===== src/cbm2_load_pkg.sv =====
// CBM-II loader shared definitions: widths, memory map constants and enums

package cbm2_load_pkg;

	// ==============================
	// Widths
	// ==============================

	localparam int ADDR_W  = 25;
	localparam int DATA_W  = 8;

	// Queue entry holds address, data and the clear flag
	localparam int ENTRY_W = ADDR_W + DATA_W + 1;

	localparam int QUEUE_DEPTH = 4;

	// ==============================
	// Download indices
	// ==============================

	typedef enum logic [5:0] {
		ROM_E000 = 6'd2,
		ROM_C000 = 6'd3,
		ROM_8000 = 6'd4,
		ROM_6000 = 6'd5,
		ROM_4000 = 6'd6,
		ROM_2000 = 6'd7,
		ROM_1000 = 6'd8,
		CHAR     = 6'd9
	} load_index_e;

	// ==============================
	// Memory map
	// ==============================

	// Upper nine address bits select a 64 KB segment
	localparam logic [8:0] ROM_SEG  = 9'h00F;
	localparam logic [8:0] CHAR_SEG = 9'h010;

	// I/O block inside the ROM segment
	localparam logic [3:0] ROM_SKIP_NIBBLE = 4'hD;

	localparam logic [ADDR_W-1:0] CHAR_BASE  = 25'h010_0000;
	localparam int                CHAR_LIMIT = 4096;

	// Segment 15 areas that the clear always covers
	localparam logic [ADDR_W-1:0] SEG15_BASE      = 25'h0F_0000;
	localparam logic [ADDR_W-1:0] SEG15_LOW_END   = 25'h0F_0FFF;
	localparam logic [ADDR_W-1:0] SEG15_HIGH_BASE = 25'h0F_D000;
	localparam logic [ADDR_W-1:0] SEG15_HIGH_END  = 25'h0F_DFFF;

	// Model B RAM does not start at segment 0 unless fully populated
	localparam logic [ADDR_W-1:0] B_RAM_BASE = 25'h01_0000;

	// ==============================
	// Clear control
	// ==============================

	typedef enum logic [1:0] {
		RAM_256K = 2'd0,
		RAM_128K = 2'd1,
		RAM_64K  = 2'd2,
		RAM_1M   = 2'd3
	} ram_size_e;

	typedef enum logic [1:0] {
		NONE,
		SEG15,
		ALL
	} clear_mode_e;

	// Sequencer FSM
	typedef enum logic [1:0] {
		IDLE,
		LOADING,
		CLEARING
	} seq_state_e;

endpackage


===== src/load_sequencer.sv =====
// Load sequencer: maps download bytes and RAM clear walks into write requests

`timescale 1ns/10ps

module load_sequencer (
	input  logic                                   clk_sys,
	input  logic                                   RESET,
	input  logic                                   dl_active,
	input  logic                                   dl_wr,
	input  logic [5:0]                             dl_index,
	input  logic [cbm2_load_pkg::ADDR_W-1:0]       dl_addr,
	input  logic [cbm2_load_pkg::DATA_W-1:0]       dl_data,
	input  logic                                   clear_req,
	input  cbm2_load_pkg::clear_mode_e             clear_mode,
	input  logic                                   model,
	input  cbm2_load_pkg::ram_size_e               ram_size,
	input  logic [2:0]                             count,
	output logic                                   req_push,
	output logic [cbm2_load_pkg::ADDR_W-1:0]       req_addr,
	output logic [cbm2_load_pkg::DATA_W-1:0]       req_data,
	output logic                                   req_clear,
	output logic                                   dl_wait
);

	cbm2_load_pkg::seq_state_e state;

	// Running address, shared by the download and the clear walk
	logic [cbm2_load_pkg::ADDR_W-1:0] walk_addr;

	logic [cbm2_load_pkg::ADDR_W-1:0] base_addr;
	logic [cbm2_load_pkg::ADDR_W-1:0] byte_addr;
	logic [cbm2_load_pkg::ADDR_W-1:0] clear_start;
	logic [cbm2_load_pkg::DATA_W-1:0] fill_byte;
	logic [3:0]                       pending;
	logic                             index_ok;
	logic                             in_window;
	logic                             byte_ok;
	logic                             start_clear;
	logic                             clear_room;
	logic                             ram_end_hit;

	// ==============================
	// Download address mapping
	// ==============================

	always_comb begin
		index_ok  = 1'b1;
		base_addr = cbm2_load_pkg::CHAR_BASE;
		case (cbm2_load_pkg::load_index_e'(dl_index))
			cbm2_load_pkg::ROM_1000: base_addr = {cbm2_load_pkg::ROM_SEG, 4'h1, 12'h000};
			cbm2_load_pkg::ROM_2000: base_addr = {cbm2_load_pkg::ROM_SEG, 4'h2, 12'h000};
			cbm2_load_pkg::ROM_4000: base_addr = {cbm2_load_pkg::ROM_SEG, 4'h4, 12'h000};
			cbm2_load_pkg::ROM_6000: base_addr = {cbm2_load_pkg::ROM_SEG, 4'h6, 12'h000};
			cbm2_load_pkg::ROM_8000: base_addr = {cbm2_load_pkg::ROM_SEG, 4'h8, 12'h000};
			cbm2_load_pkg::ROM_C000: base_addr = {cbm2_load_pkg::ROM_SEG, 4'hC, 12'h000};
			cbm2_load_pkg::ROM_E000: base_addr = {cbm2_load_pkg::ROM_SEG, 4'hE, 12'h000};
			cbm2_load_pkg::CHAR:     base_addr = cbm2_load_pkg::CHAR_BASE;
			default:                 index_ok  = 1'b0;
		endcase

		// Char bytes stay in their 4 KB, ROM bytes in segment 00F minus the D block
		if (cbm2_load_pkg::load_index_e'(dl_index) == cbm2_load_pkg::CHAR) begin
			in_window = (walk_addr >= cbm2_load_pkg::CHAR_BASE) &&
				(walk_addr < cbm2_load_pkg::CHAR_BASE + cbm2_load_pkg::CHAR_LIMIT);
		end else begin
			in_window = (walk_addr[24:16] == cbm2_load_pkg::ROM_SEG) &&
				(walk_addr[15:12] != cbm2_load_pkg::ROM_SKIP_NIBBLE);
		end

		byte_addr = (dl_addr == '0) ? base_addr : walk_addr;
		byte_ok   = index_ok && ((dl_addr == '0) || in_window);
	end

	// ==============================
	// Clear walk
	// ==============================

	assign start_clear = (state == cbm2_load_pkg::IDLE) && clear_req &&
		(clear_mode != cbm2_load_pkg::NONE);

	always_comb begin
		if (clear_mode == cbm2_load_pkg::SEG15) begin
			clear_start = cbm2_load_pkg::SEG15_BASE;
		end else if (model && (ram_size != cbm2_load_pkg::RAM_1M)) begin
			clear_start = cbm2_load_pkg::B_RAM_BASE;
		end else begin
			clear_start = '0;
		end
	end

	// Top of installed RAM; a full 1M walks straight into segment 15
	always_comb begin
		case (ram_size)
			cbm2_load_pkg::RAM_64K:  ram_end_hit = walk_addr == (model ? 25'h01_FFFF : 25'h00_FFFF);
			cbm2_load_pkg::RAM_128K: ram_end_hit = walk_addr == (model ? 25'h02_FFFF : 25'h01_FFFF);
			cbm2_load_pkg::RAM_256K: ram_end_hit = walk_addr == (model ? 25'h04_FFFF : 25'h03_FFFF);
			default:                 ram_end_hit = 1'b0;
		endcase
	end

	// Segment F gets bit 6 stripes, other RAM a mixed pattern
	assign fill_byte = (walk_addr[19:16] == 4'hF) ?
		{cbm2_load_pkg::DATA_W{walk_addr[6]}} :
		{cbm2_load_pkg::DATA_W{walk_addr[14] ^ walk_addr[3] ^ walk_addr[2]}};

	// Count the push already on its way to the queue as well
	assign pending    = {1'b0, count} + {3'b000, req_push};
	assign clear_room = pending < cbm2_load_pkg::QUEUE_DEPTH;

	assign dl_wait = (count >= 3'd2) || (state == cbm2_load_pkg::CLEARING);

	always_ff @(posedge clk_sys) begin
		if (RESET) begin
			state    <= cbm2_load_pkg::IDLE;
			req_push <= 1'b0;
		end else begin
			req_push <= 1'b0;
			case (state)
				cbm2_load_pkg::IDLE: begin
					if (start_clear) begin
						state     <= cbm2_load_pkg::CLEARING;
						walk_addr <= clear_start;
					end else if (dl_active) begin
						state <= cbm2_load_pkg::LOADING;
					end
				end
				cbm2_load_pkg::LOADING: begin
					if (!dl_active) begin
						state <= cbm2_load_pkg::IDLE;
					end
				end
				default: begin
					if (clear_room) begin
						req_push  <= 1'b1;
						req_addr  <= walk_addr;
						req_data  <= fill_byte;
						req_clear <= 1'b1;
						if (walk_addr == cbm2_load_pkg::SEG15_HIGH_END) begin
							state <= cbm2_load_pkg::IDLE;
						end else if (ram_end_hit) begin
							walk_addr <= cbm2_load_pkg::SEG15_BASE;
						end else if (walk_addr == cbm2_load_pkg::SEG15_LOW_END) begin
							walk_addr <= cbm2_load_pkg::SEG15_HIGH_BASE;
						end else begin
							walk_addr <= walk_addr + 1'b1;
						end
					end
				end
			endcase

			// Dropped bytes leave the running address where it is
			if ((state != cbm2_load_pkg::CLEARING) && !start_clear && dl_wr && byte_ok) begin
				req_push  <= 1'b1;
				req_addr  <= byte_addr;
				req_data  <= dl_data;
				req_clear <= 1'b0;
				walk_addr <= byte_addr + 1'b1;
			end
		end
	end

endmodule


===== src/req_queue.sv =====
// Request queue: small circular FIFO holding writes until a memory slot opens

`timescale 1ns/10ps

module req_queue (
	input  logic                              clk_sys,
	input  logic                              RESET,
	input  logic                              push,
	input  logic [cbm2_load_pkg::ADDR_W-1:0]  push_addr,
	input  logic [cbm2_load_pkg::DATA_W-1:0]  push_data,
	input  logic                              push_clear,
	input  logic                              pop,
	output logic [cbm2_load_pkg::ADDR_W-1:0]  q_addr,
	output logic [cbm2_load_pkg::DATA_W-1:0]  q_data,
	output logic                              q_clear,
	output logic                              entry_valid,
	output logic [2:0]                        count
);

	logic [cbm2_load_pkg::ENTRY_W-1:0] mem [cbm2_load_pkg::QUEUE_DEPTH];
	logic [cbm2_load_pkg::ENTRY_W-1:0] head;

	logic [$clog2(cbm2_load_pkg::QUEUE_DEPTH)-1:0] wr_ptr;
	logic [$clog2(cbm2_load_pkg::QUEUE_DEPTH)-1:0] rd_ptr;

	logic do_push;
	logic do_pop;

	assign do_push = push && (count != cbm2_load_pkg::QUEUE_DEPTH);
	assign do_pop  = pop && entry_valid;

	// Head entry is shown without a register stage
	assign head        = mem[rd_ptr];
	assign q_addr      = head[cbm2_load_pkg::ENTRY_W-1 -: cbm2_load_pkg::ADDR_W];
	assign q_data      = head[cbm2_load_pkg::DATA_W:1];
	assign q_clear     = head[0];
	assign entry_valid = count != 3'd0;

	always_ff @(posedge clk_sys) begin
		if (do_push) begin
			mem[wr_ptr] <= {push_addr, push_data, push_clear};
		end
	end

	always_ff @(posedge clk_sys) begin
		if (RESET) begin
			wr_ptr <= '0;
			rd_ptr <= '0;
			count  <= 3'd0;
		end else begin
			if (do_push) wr_ptr <= wr_ptr + 1'b1;
			if (do_pop) rd_ptr <= rd_ptr + 1'b1;
			case ({do_push, do_pop})
				2'b10:   count <= count + 3'd1;
				2'b01:   count <= count - 3'd1;
				default: count <= count;
			endcase
		end
	end

endmodule


===== src/mem_slot_writer.sv =====
// Slot writer: drives one memory cycle per I/O slot and tracks loaded ROM areas

`timescale 1ns/10ps

module mem_slot_writer (
	input  logic                              clk_sys,
	input  logic                              RESET,
	input  logic                              io_cycle,
	input  logic [cbm2_load_pkg::ADDR_W-1:0]  q_addr,
	input  logic [cbm2_load_pkg::DATA_W-1:0]  q_data,
	input  logic                              q_clear,
	input  logic                              entry_valid,
	output logic                              pop,
	output logic                              mem_ce,
	output logic                              mem_we,
	output logic [cbm2_load_pkg::ADDR_W-1:0]  mem_addr,
	output logic [cbm2_load_pkg::DATA_W-1:0]  mem_data,
	output logic [8:0]                        rom_loaded
);

	logic io_cycle_d;
	logic slot_open;
	logic slot_close;
	logic real_byte;

	// Slot opens on the falling edge of io_cycle and closes on the rising edge
	assign slot_open  = !io_cycle && io_cycle_d;
	assign slot_close = io_cycle && !io_cycle_d;

	// Blank or erased images read back as all zeros or all ones
	assign real_byte = (|q_data) && !(&q_data);

	always_ff @(posedge clk_sys) begin
		io_cycle_d <= io_cycle;
		if (slot_open && entry_valid) begin
			mem_addr <= q_addr;
			mem_data <= q_data;
		end
	end

	always_ff @(posedge clk_sys) begin
		if (RESET) begin
			pop        <= 1'b0;
			mem_ce     <= 1'b0;
			mem_we     <= 1'b0;
			rom_loaded <= '0;
		end else begin
			pop <= slot_open && entry_valid;
			if (slot_open) begin
				// No pending entry still gives an idle read cycle
				mem_ce <= 1'b1;
				mem_we <= entry_valid;
				if (entry_valid && !q_clear && real_byte) begin
					if (q_addr[24:16] == cbm2_load_pkg::ROM_SEG) begin
						rom_loaded[q_addr[15:13]] <= 1'b1;
					end else if (q_addr[24:16] == cbm2_load_pkg::CHAR_SEG) begin
						rom_loaded[8] <= 1'b1;
					end
				end
			end else if (slot_close) begin
				mem_ce <= 1'b0;
				mem_we <= 1'b0;
			end
		end
	end

endmodule


===== src/cbm2_loader.sv =====
// CBM-II ROM loader and RAM clearer top: sequencer, request queue and slot writer

`timescale 1ns/10ps

module cbm2_loader (
	input  logic                              clk_sys,
	input  logic                              RESET,
	input  logic                              dl_active,
	input  logic                              dl_wr,
	input  logic [5:0]                        dl_index,
	input  logic [cbm2_load_pkg::ADDR_W-1:0]  dl_addr,
	input  logic [cbm2_load_pkg::DATA_W-1:0]  dl_data,
	input  logic                              clear_req,
	input  cbm2_load_pkg::clear_mode_e        clear_mode,
	input  logic                              model,
	input  cbm2_load_pkg::ram_size_e          ram_size,
	input  logic                              io_cycle,
	output logic                              mem_ce,
	output logic                              mem_we,
	output logic [cbm2_load_pkg::ADDR_W-1:0]  mem_addr,
	output logic [cbm2_load_pkg::DATA_W-1:0]  mem_data,
	output logic                              dl_wait,
	output logic [8:0]                        rom_loaded
);

	// ==============================
	// Request path
	// ==============================

	logic                             req_push;
	logic [cbm2_load_pkg::ADDR_W-1:0] req_addr;
	logic [cbm2_load_pkg::DATA_W-1:0] req_data;
	logic                             req_clear;
	logic [2:0]                       count;

	// Head of queue towards the writer
	logic                             pop;
	logic [cbm2_load_pkg::ADDR_W-1:0] q_addr;
	logic [cbm2_load_pkg::DATA_W-1:0] q_data;
	logic                             q_clear;
	logic                             entry_valid;

	load_sequencer u_seq (
		.clk_sys    (clk_sys),
		.RESET      (RESET),
		.dl_active  (dl_active),
		.dl_wr      (dl_wr),
		.dl_index   (dl_index),
		.dl_addr    (dl_addr),
		.dl_data    (dl_data),
		.clear_req  (clear_req),
		.clear_mode (clear_mode),
		.model      (model),
		.ram_size   (ram_size),
		.count      (count),
		.req_push   (req_push),
		.req_addr   (req_addr),
		.req_data   (req_data),
		.req_clear  (req_clear),
		.dl_wait    (dl_wait)
	);

	req_queue u_queue (
		.clk_sys     (clk_sys),
		.RESET       (RESET),
		.push        (req_push),
		.push_addr   (req_addr),
		.push_data   (req_data),
		.push_clear  (req_clear),
		.pop         (pop),
		.q_addr      (q_addr),
		.q_data      (q_data),
		.q_clear     (q_clear),
		.entry_valid (entry_valid),
		.count       (count)
	);

	mem_slot_writer u_writer (
		.clk_sys     (clk_sys),
		.RESET       (RESET),
		.io_cycle    (io_cycle),
		.q_addr      (q_addr),
		.q_data      (q_data),
		.q_clear     (q_clear),
		.entry_valid (entry_valid),
		.pop         (pop),
		.mem_ce      (mem_ce),
		.mem_we      (mem_we),
		.mem_addr    (mem_addr),
		.mem_data    (mem_data),
		.rom_loaded  (rom_loaded)
	);

endmodule


===== config.mk =====
export PLATFORM = sky130hd
export DESIGN_NAME = cbm2_loader
export DESIGN_NICKNAME = d
export VERILOG_FILES = /design/src/cbm2_load_pkg.sv /design/src/load_sequencer.sv /design/src/req_queue.sv /design/src/mem_slot_writer.sv /design/src/cbm2_loader.sv
export SDC_FILE = /design/constraint.sdc
export NUM_CORES = 1
export LEC_CHECK = 0
export BUFFER_PORTS_ARGS = -buffer_cell sky130_fd_sc_hd__buf_4
export CORE_MARGIN = 2
export CORE_UTILIZATION = 47
export CTS_BUF_LIST = sky130_fd_sc_hd__clkbuf_2 sky130_fd_sc_hd__clkbuf_4 sky130_fd_sc_hd__clkbuf_8
export CTS_CLUSTER_DIAMETER = 200
export DETAILED_ROUTE_END_ITERATION = 6
export PLACE_DENSITY = 0.64
export SLEW_MARGIN = 20
export SYNTH_ARGS = -nofsm -noshare
export SYNTH_HDL_FRONTEND = slang
export SYNTH_SLANG_ARGS = --single-unit

===== constraint.sdc =====
create_clock -name clk_sys -period 9.9 [get_ports clk_sys]
set_input_delay 0.495 -clock clk_sys [delete_from_list [all_inputs] [get_ports clk_sys]]
set_output_delay 0.495 -clock clk_sys [all_outputs]
set_load 0.02 [all_outputs]

==> run_results.csv, run 1 <==
group,metric,value,unit
status,status,"completed",
cts,ctsHoldBuffers,0,
critical_path,crit_chain,"or4_1 > nor4_1 > mux2i_1 > a21oi_4 > inv_2 > a31oi_4",
cts,ctsResizeCount,0,
cts,cts_tree,"yes",
logic_synthesis,synth.most_common_cell,"edfxtp_1",
hold_path,min_path_type,"in2reg",
cts,cts_made_buffers,41,
critical_path,cp-start-kind,"register",
sta,setup_viol_count_final,0,
sta,skew,0.0298,ns
power_and_ir_drop,leakage,4.19,nW
floorplanning,core_area,21700,um2
sta,maxSlewViolCount,0,
critical_path,critPathSlowestCell,"a31oi_4",
logic_synthesis,ys_async_sr_fraction,0,%
cts,cts-root-buf,"clkbuf_8",
power_and_ir_drop,p_int,0.00172,W
global_routing,grt_antenna_before_repair,0,
logic_synthesis,yosys_register_bits,253,
cts,clk_pin_slew,0.06,ns
run,drv_cap,0,
sta,rsz0062_at_grt,"no",
sta,fmax,276,MHz
floorplanning,ios,95,
place,gp_congestion,0.869,
critical_path,endpoint_kind,"register",
critical_path,required,10.02,ns
global_routing,grt_overflow,0,
cells_and_area,fillerInstances,1674,
power_and_ir_drop,p_comb_share,6.1,%
critical_path,cp_slowest_stage_delay,0.81,ns
detailed_routing,antenna_left,0,
sta,hold_viol,0,
floorplanning,rows,54,
cts,htree_num_levels,2,
logic_synthesis,synth_fp_nets,717,
cts,clk_path_buf_depth,3,
place,pre_cts_slack,6.07,ns
logic_synthesis,synth_edf_count,228,
logic_synthesis,syn_inst,658,
cells_and_area,nets,838,
cells_and_area,multi_input_area,2840,um2
logic_synthesis,yosys-top-cells-count,"edfxtp_1 (228), nor2_1 (55), nand2_1 (44), mux4_2 (34), dfxtp_1 (25)",
sta,tightest_slew,0.943,ns
floorplanning,fp.dieW,152,um
floorplanning,fp.dieH,152,um
logic_synthesis,ys_warn_count,0,
floorplanning,start_util,47.7,%
cells_and_area,area_growth,17.9,%
sta,fin_crit,3.62,ns
logic_synthesis,synth_cell_types,58,
sta,final.setup.tns,0,ns
detailed_routing,num_vias,6084,
power_and_ir_drop,switching_share,22.0,%
detailed_routing,drc,0,
logic_synthesis,synth_top_area_share,66.2,%
global_routing,grt.total_usage,18.4,%
sta,fin_crit_sh,36.6,%
cells_and_area,layout.area.seq,7350,um2
sta,relSlewSlack,37.1,%
cells_and_area,drive_above_1_share,26.5,%
floorplanning,dieArea,23200,um2
power_and_ir_drop,pwr-share-clk,38.5,%
logic_synthesis,synth_area,10300,um2
sta,layout_setup_ws,6.28,ns
global_routing,grt_max_degree,35,
cts,cts_setup_buffers,0,
detailed_routing,viasPerCell,5.57,
global_routing,grt_pass1_vias,6276,
place,io_buffers,94,
cts,clock-sinks,253,
detailed_routing,wl,21400,um
power_and_ir_drop,power_frac_seq,55.5,%
logic_synthesis,yosysSeqAreaShare,71.1,%
cells_and_area,insertedDiodeCount,0,
detailed_routing,dr.pass1.iters,5,
logic_synthesis,synth_flop_cell,"edfxtp_1",
power_and_ir_drop,power_density,181,nW/um2
critical_path,path_class,"reg2reg",
detailed_routing,wl_per_cell,19.6,um
power_and_ir_drop,switchingPower,0.000484,W
logic_synthesis,synth_top_area_cell,"edfxtp_1",
critical_path,crit_fanout,25,
cts,clk_latency,0.53,ns
global_routing,grt_pass1_wl,33600,um
detailed_routing,drt_iter0_markers,457,
logic_synthesis,synthTopCellsByArea,"edfxtp_1 (66%), mux4_2 (7.4%), dfxtp_1 (4.8%), nor2_1 (2.0%), xnor2_1 (1.6%)",
logic_synthesis,synth.avg_cell_area,15.7,um2
power_and_ir_drop,ir_worst_vdd,0.0817,mV
critical_path,arrival,3.74,ns
place,hpwl,13900,um
[per-stage QoR]
stage / util [%] / total power, W / std cells / hold slack (ns) / area (um2)
floorplan: - / 0.00132 / 658 / 0.459 / 10300
global placement: 52.4 / 0.00137 / 1015 / 0.467 / 11400
detailed placement: 52.4 / 0.00138 / 1015 / 0.475 / 11400
CTS: 56.1 / 0.00223 / 1091 / 0.0731 / 12200
global route: 56.2 / 0.00229 / 1092 / 0.0786 / 12200
finish: 56.2 / 0.00221 / 1092 / 0.105 / 12200
[metal layers]
layer / share of wire, % / up-vias / track usage, %
met5: 0 / - / 0
met4: 2.2 / 0 / 5.43
met3: 5.2 / 37 / 3.61
met2: 49 / 209 / 30.7
met1: 44 / 3051 / 24.7
li1: - / 2787 / -
[cell usage in the layout (no fill, tap or decap), drive strengths merged, types with 4 or more instances in the layout]
cell and instances:
edfxtp 228, buf 103, clkbuf 59, nor2 55
nand2 44, mux4 34, dfxtp 25, xnor2 19
a21oi 18, nor2b 17, inv 17, nor4 17
o21ai 16, clkinv 15, nand4 12, xor2 12
a21o 12, a22o 11, and2 9, nor3 9
nand3 8, ha 8, mux2i 6, and3 6
a31oi 5, or3 4, nand2b 4
[sequential cells by signal, summed over array words and instances (netlist names), named ones only]
register             count
u_writer.io_cycle_d      1
u_writer.mem_ce          1
u_seq.req_addr          25
u_writer.mem_addr       25
u_seq.req_clear          1
u_seq.walk_addr         25
u_writer.pop             1
u_queue.mem            136
u_writer.mem_we          1
u_queue.count            3
u_seq.req_data           8
u_writer.mem_data        8
u_queue.wr_ptr           2
u_writer.rom_loaded      9
u_seq.state              2
u_seq.req_push           1
u_queue.rd_ptr           2
[power groups by stage]
stage / registers, W / clock network [W] / logic (W)
6_report: 0.00122 / 0.000848 / 0.000134
5_1_grt: 0.00123 / 0.000918 / 0.000147
4_1_cts: 0.00122 / 0.000870 / 0.000133
3_5_place_dp: 0.00125 / 0 / 0.000132
3_3_place_gp: 0.00124 / 0 / 0.000130
2_1_floorplan: 0.00124 / 0 / 0.0000839
[logic make-up (layout without fill, tap and decap cells)]
family	count (synthesis)	in the layout	share of synthesized area [%]
muxes	40	40	7.99
adders and majority gates	9	9	1.16
DFF	253	253	71.1
and+or+nand+nor	200	200	9.90
AOI/OAI and AO/OA	82	82	5.54
xor gates and xnor gates	31	31	2.63
buffers and inverters	43	197	1.72
[worst paths after layout]
path | start | end | slack (ns) | depth (start not counted)
hold reg to reg | u_writer.rom_loaded[1] | u_writer.rom_loaded[1] | 0.49 | 1
setup / recovery | u_seq.walk_addr[22] | u_seq.walk_addr[12] | 6.28 | 6
hold / removal | io_cycle | u_writer.io_cycle_d | 0.11 | 1
setup reg to reg | u_seq.walk_addr[22] | u_seq.walk_addr[12] | 6.28 | 6
[worst max-delay path: cells and delay by family (launching register included)]
kind / cells / cell delay (ns)
AO/OA/AOI/OAI: 2 / 1.31
AND/OR/NAND/NOR: 2 / 0.92
flip-flops: 1 / 0.45
buffers and inverters: 1 / 0.32
multiplexers: 1 / 0.20
[cell type report]
type	instances	share of cell area, %
sequential	253	60.3
multi-input combinational	362	23.3
timing repair buffer	103	6.51
clock buffer	59	5.84
tap	280	2.87
clock inverter	17	0.646
inverter	18	0.554
Note: power is estimated with default switching activity, not from simulation.
==> run 2: changes to the inputs <==
==> constraint.sdc (replaced) <==
create_clock -name clk_sys -period 3.8 [get_ports clk_sys]
set_input_delay 0.19 -clock clk_sys [delete_from_list [all_inputs] [get_ports clk_sys]]
set_output_delay 0.19 -clock clk_sys [all_outputs]
set_load 0.02 [all_outputs]
==> run 2 against run 1 <==
Effect of this change:
- maximum frequency up 21%
- sequential power grew to 2.6 times the previous value
- die area unchanged
- critical path type unchanged
- largest cell class unchanged
- largest power group unchanged
==> run_results.csv, run 2 (synthesis results as in run 1) <==
group,metric,value,unit
detailed_routing,drc,0,
place,io_buffers,94,
sta,hold_slack,0.135,ns
critical_path,r2r_setup_slack,0.82,ns
floorplanning,fp.dieH,152,um
cells_and_area,largest_register_ffs,136,
global_routing,grt_max_degree,35,
cells_and_area,final_cell_mix,"edfxtp_1 (228), buf_4 (109), nor2_1 (55)",
critical_path,crit_fanout,34,
cells_and_area,insertedDiodeCount,0,
cells_and_area,nets,855,
detailed_routing,wl_per_cell,19.1,um
detailed_routing,dr.pass1.iters,5,
critical_path,r2r_cells,7,
detailed_routing,num_vias,6059,
sta,fin_crit,2.98,ns
cells_and_area,area_growth,19.4,%
critical_path,required,3.94,ns
floorplanning,ios,95,
floorplanning,core_area,21700,um2
power_and_ir_drop,leakage,4.30,nW
critical_path,r2r_start,"u_seq.walk_addr[12]",
cells_and_area,regMostFlops,"u_queue.mem",
global_routing,grt.total_usage,18.3,%
detailed_routing,drt_iter0_markers,547,
cts,ctsHoldBuffers,11,
sta,fin_crit_sh,78.5,%
sta,skew,0.0221,ns
critical_path,cp-start-kind,"register",
cts,cts-root-buf,"clkbuf_8",
sta,relSlewSlack,40.5,%
sta,tightest_slew,0.885,ns
hold_path,holdPathStages,4,
place,place_inst,1022,
sta,setup_viol_count_final,0,
global_routing,grt_pass1_vias,6281,
critical_path,path_class,"reg2reg",
sta,maxSlewViolCount,0,
cells_and_area,drive_above_1_share,27.6,%
cts,clk_path_buf_depth,3,
hold_path,min_path_type,"in2reg",
floorplanning,fp.dieW,152,um
floorplanning,dieArea,23200,um2
cts,cts_setup_buffers,0,
global_routing,grt_overflow,0,
cells_and_area,layout_commonest_cell,"edfxtp_1",
sta,rsz0062_at_grt,"no",
power_and_ir_drop,power_density,472,nW/um2
cells_and_area,final_cells,1106,
global_routing,grt_antenna_before_repair,0,
cts,cts_tree,"yes",
hold_path,min_from,"clear_mode[1]",
detailed_routing,wl,21200,um
hold_path,min_to,"u_seq.state[0]",
global_routing,grt_pass1_wl,33600,um
place,gp_congestion,0.893,
sta,final.setup.tns,0,ns
critical_path,r2r-end,"u_seq.req_data[7]",
cts,clk_latency,0.52,ns
detailed_routing,antenna_left,0,
sta,fmax,335,MHz
detailed_routing,viasPerCell,5.48,
cells_and_area,final_util,56.9,%
cts,htree_num_levels,2,
floorplanning,start_util,47.7,%
power_and_ir_drop,power.total,0.00583,W
floorplanning,rows,54,
place,hpwl,14200,um
cts,clock-sinks,253,
power_and_ir_drop,ir_worst_vdd,0.210,mV
critical_path,arrival,3.13,ns
status,status,"completed",
critical_path,endpoint_kind,"register",
run,drv_cap,0,
sta,hold_viol,0,
cts,clk_pin_slew,0.06,ns
cts,ctsResizeCount,0,
cts,cts_made_buffers,41,
## run 2: critical path, cell delays in order, from the launching register on
cell and delay [ns]:
edfxtp_1 0.52, nor4_1 0.61, nor4b_2 0.30, mux2i_1 0.19, a21oi_4 0.20, inv_2 0.19
a21oi_4 0.16, buf_4 0.41
## run 2: routing by layer
| layer | up-vias | wire, um | GRT usage, % |
|---|---|---|---|
| met5 | - | 0 | 0 |
| met4 | 0 | 328 | 5.03 |
| met3 | 26 | 1160 | 3.56 |
| met2 | 216 | 10400 | 30.3 |
| met1 | 2995 | 9250 | 25.1 |
| li1 | 2822 | - | - |
## run 2: metrics by stage
stage | worst slack [ns] | instance area (um2)
floorplan | 0.228 | 10300
detailed placement | 0.764 | 11400
finish | 0.815 | 12300
global placement | 0.791 | 11400
CTS | 0.743 | 12300
global route | 0.475 | 12300
## run 2: power by group
part | total [W] | internal, W | switching, W
sequential | 0.00319 | 0.00312 | 0.0000637
combinational | 0.000355 | 0.000159 | 0.000196
clock | 0.00229 | 0.00131 | 0.000985
total | 0.00583 | 0.00459 | 0.00125
## run 2: worst max-delay path by stage
stage,start,endpoint,slack [ns],cells past startpoint
after floorplan,u_seq.walk_addr[23],u_seq.req_addr[0],0.23,8
after global placement,register,u_writer.rom_loaded[0],0.79,7
after detailed placement,register,u_writer.rom_loaded[0],0.76,7
after CTS,register,u_writer.rom_loaded[0],0.74,7
after global routing,u_seq.walk_addr[12],u_seq.walk_addr[8],0.48,7
final,u_seq.walk_addr[12],u_seq.req_data[7],0.82,7
## run 2: layout make-up
cell class | count | area [um2]
fillers | 1738 | 9340
flip-flops and latches | 253 | 7350
multi-input cells | 362 | 2830
repair buffers | 120 | 928
clock buffers | 67 | 785
well taps | 280 | 350
inverters | 18 | 67.6
clock inverters | 6 | 37.5
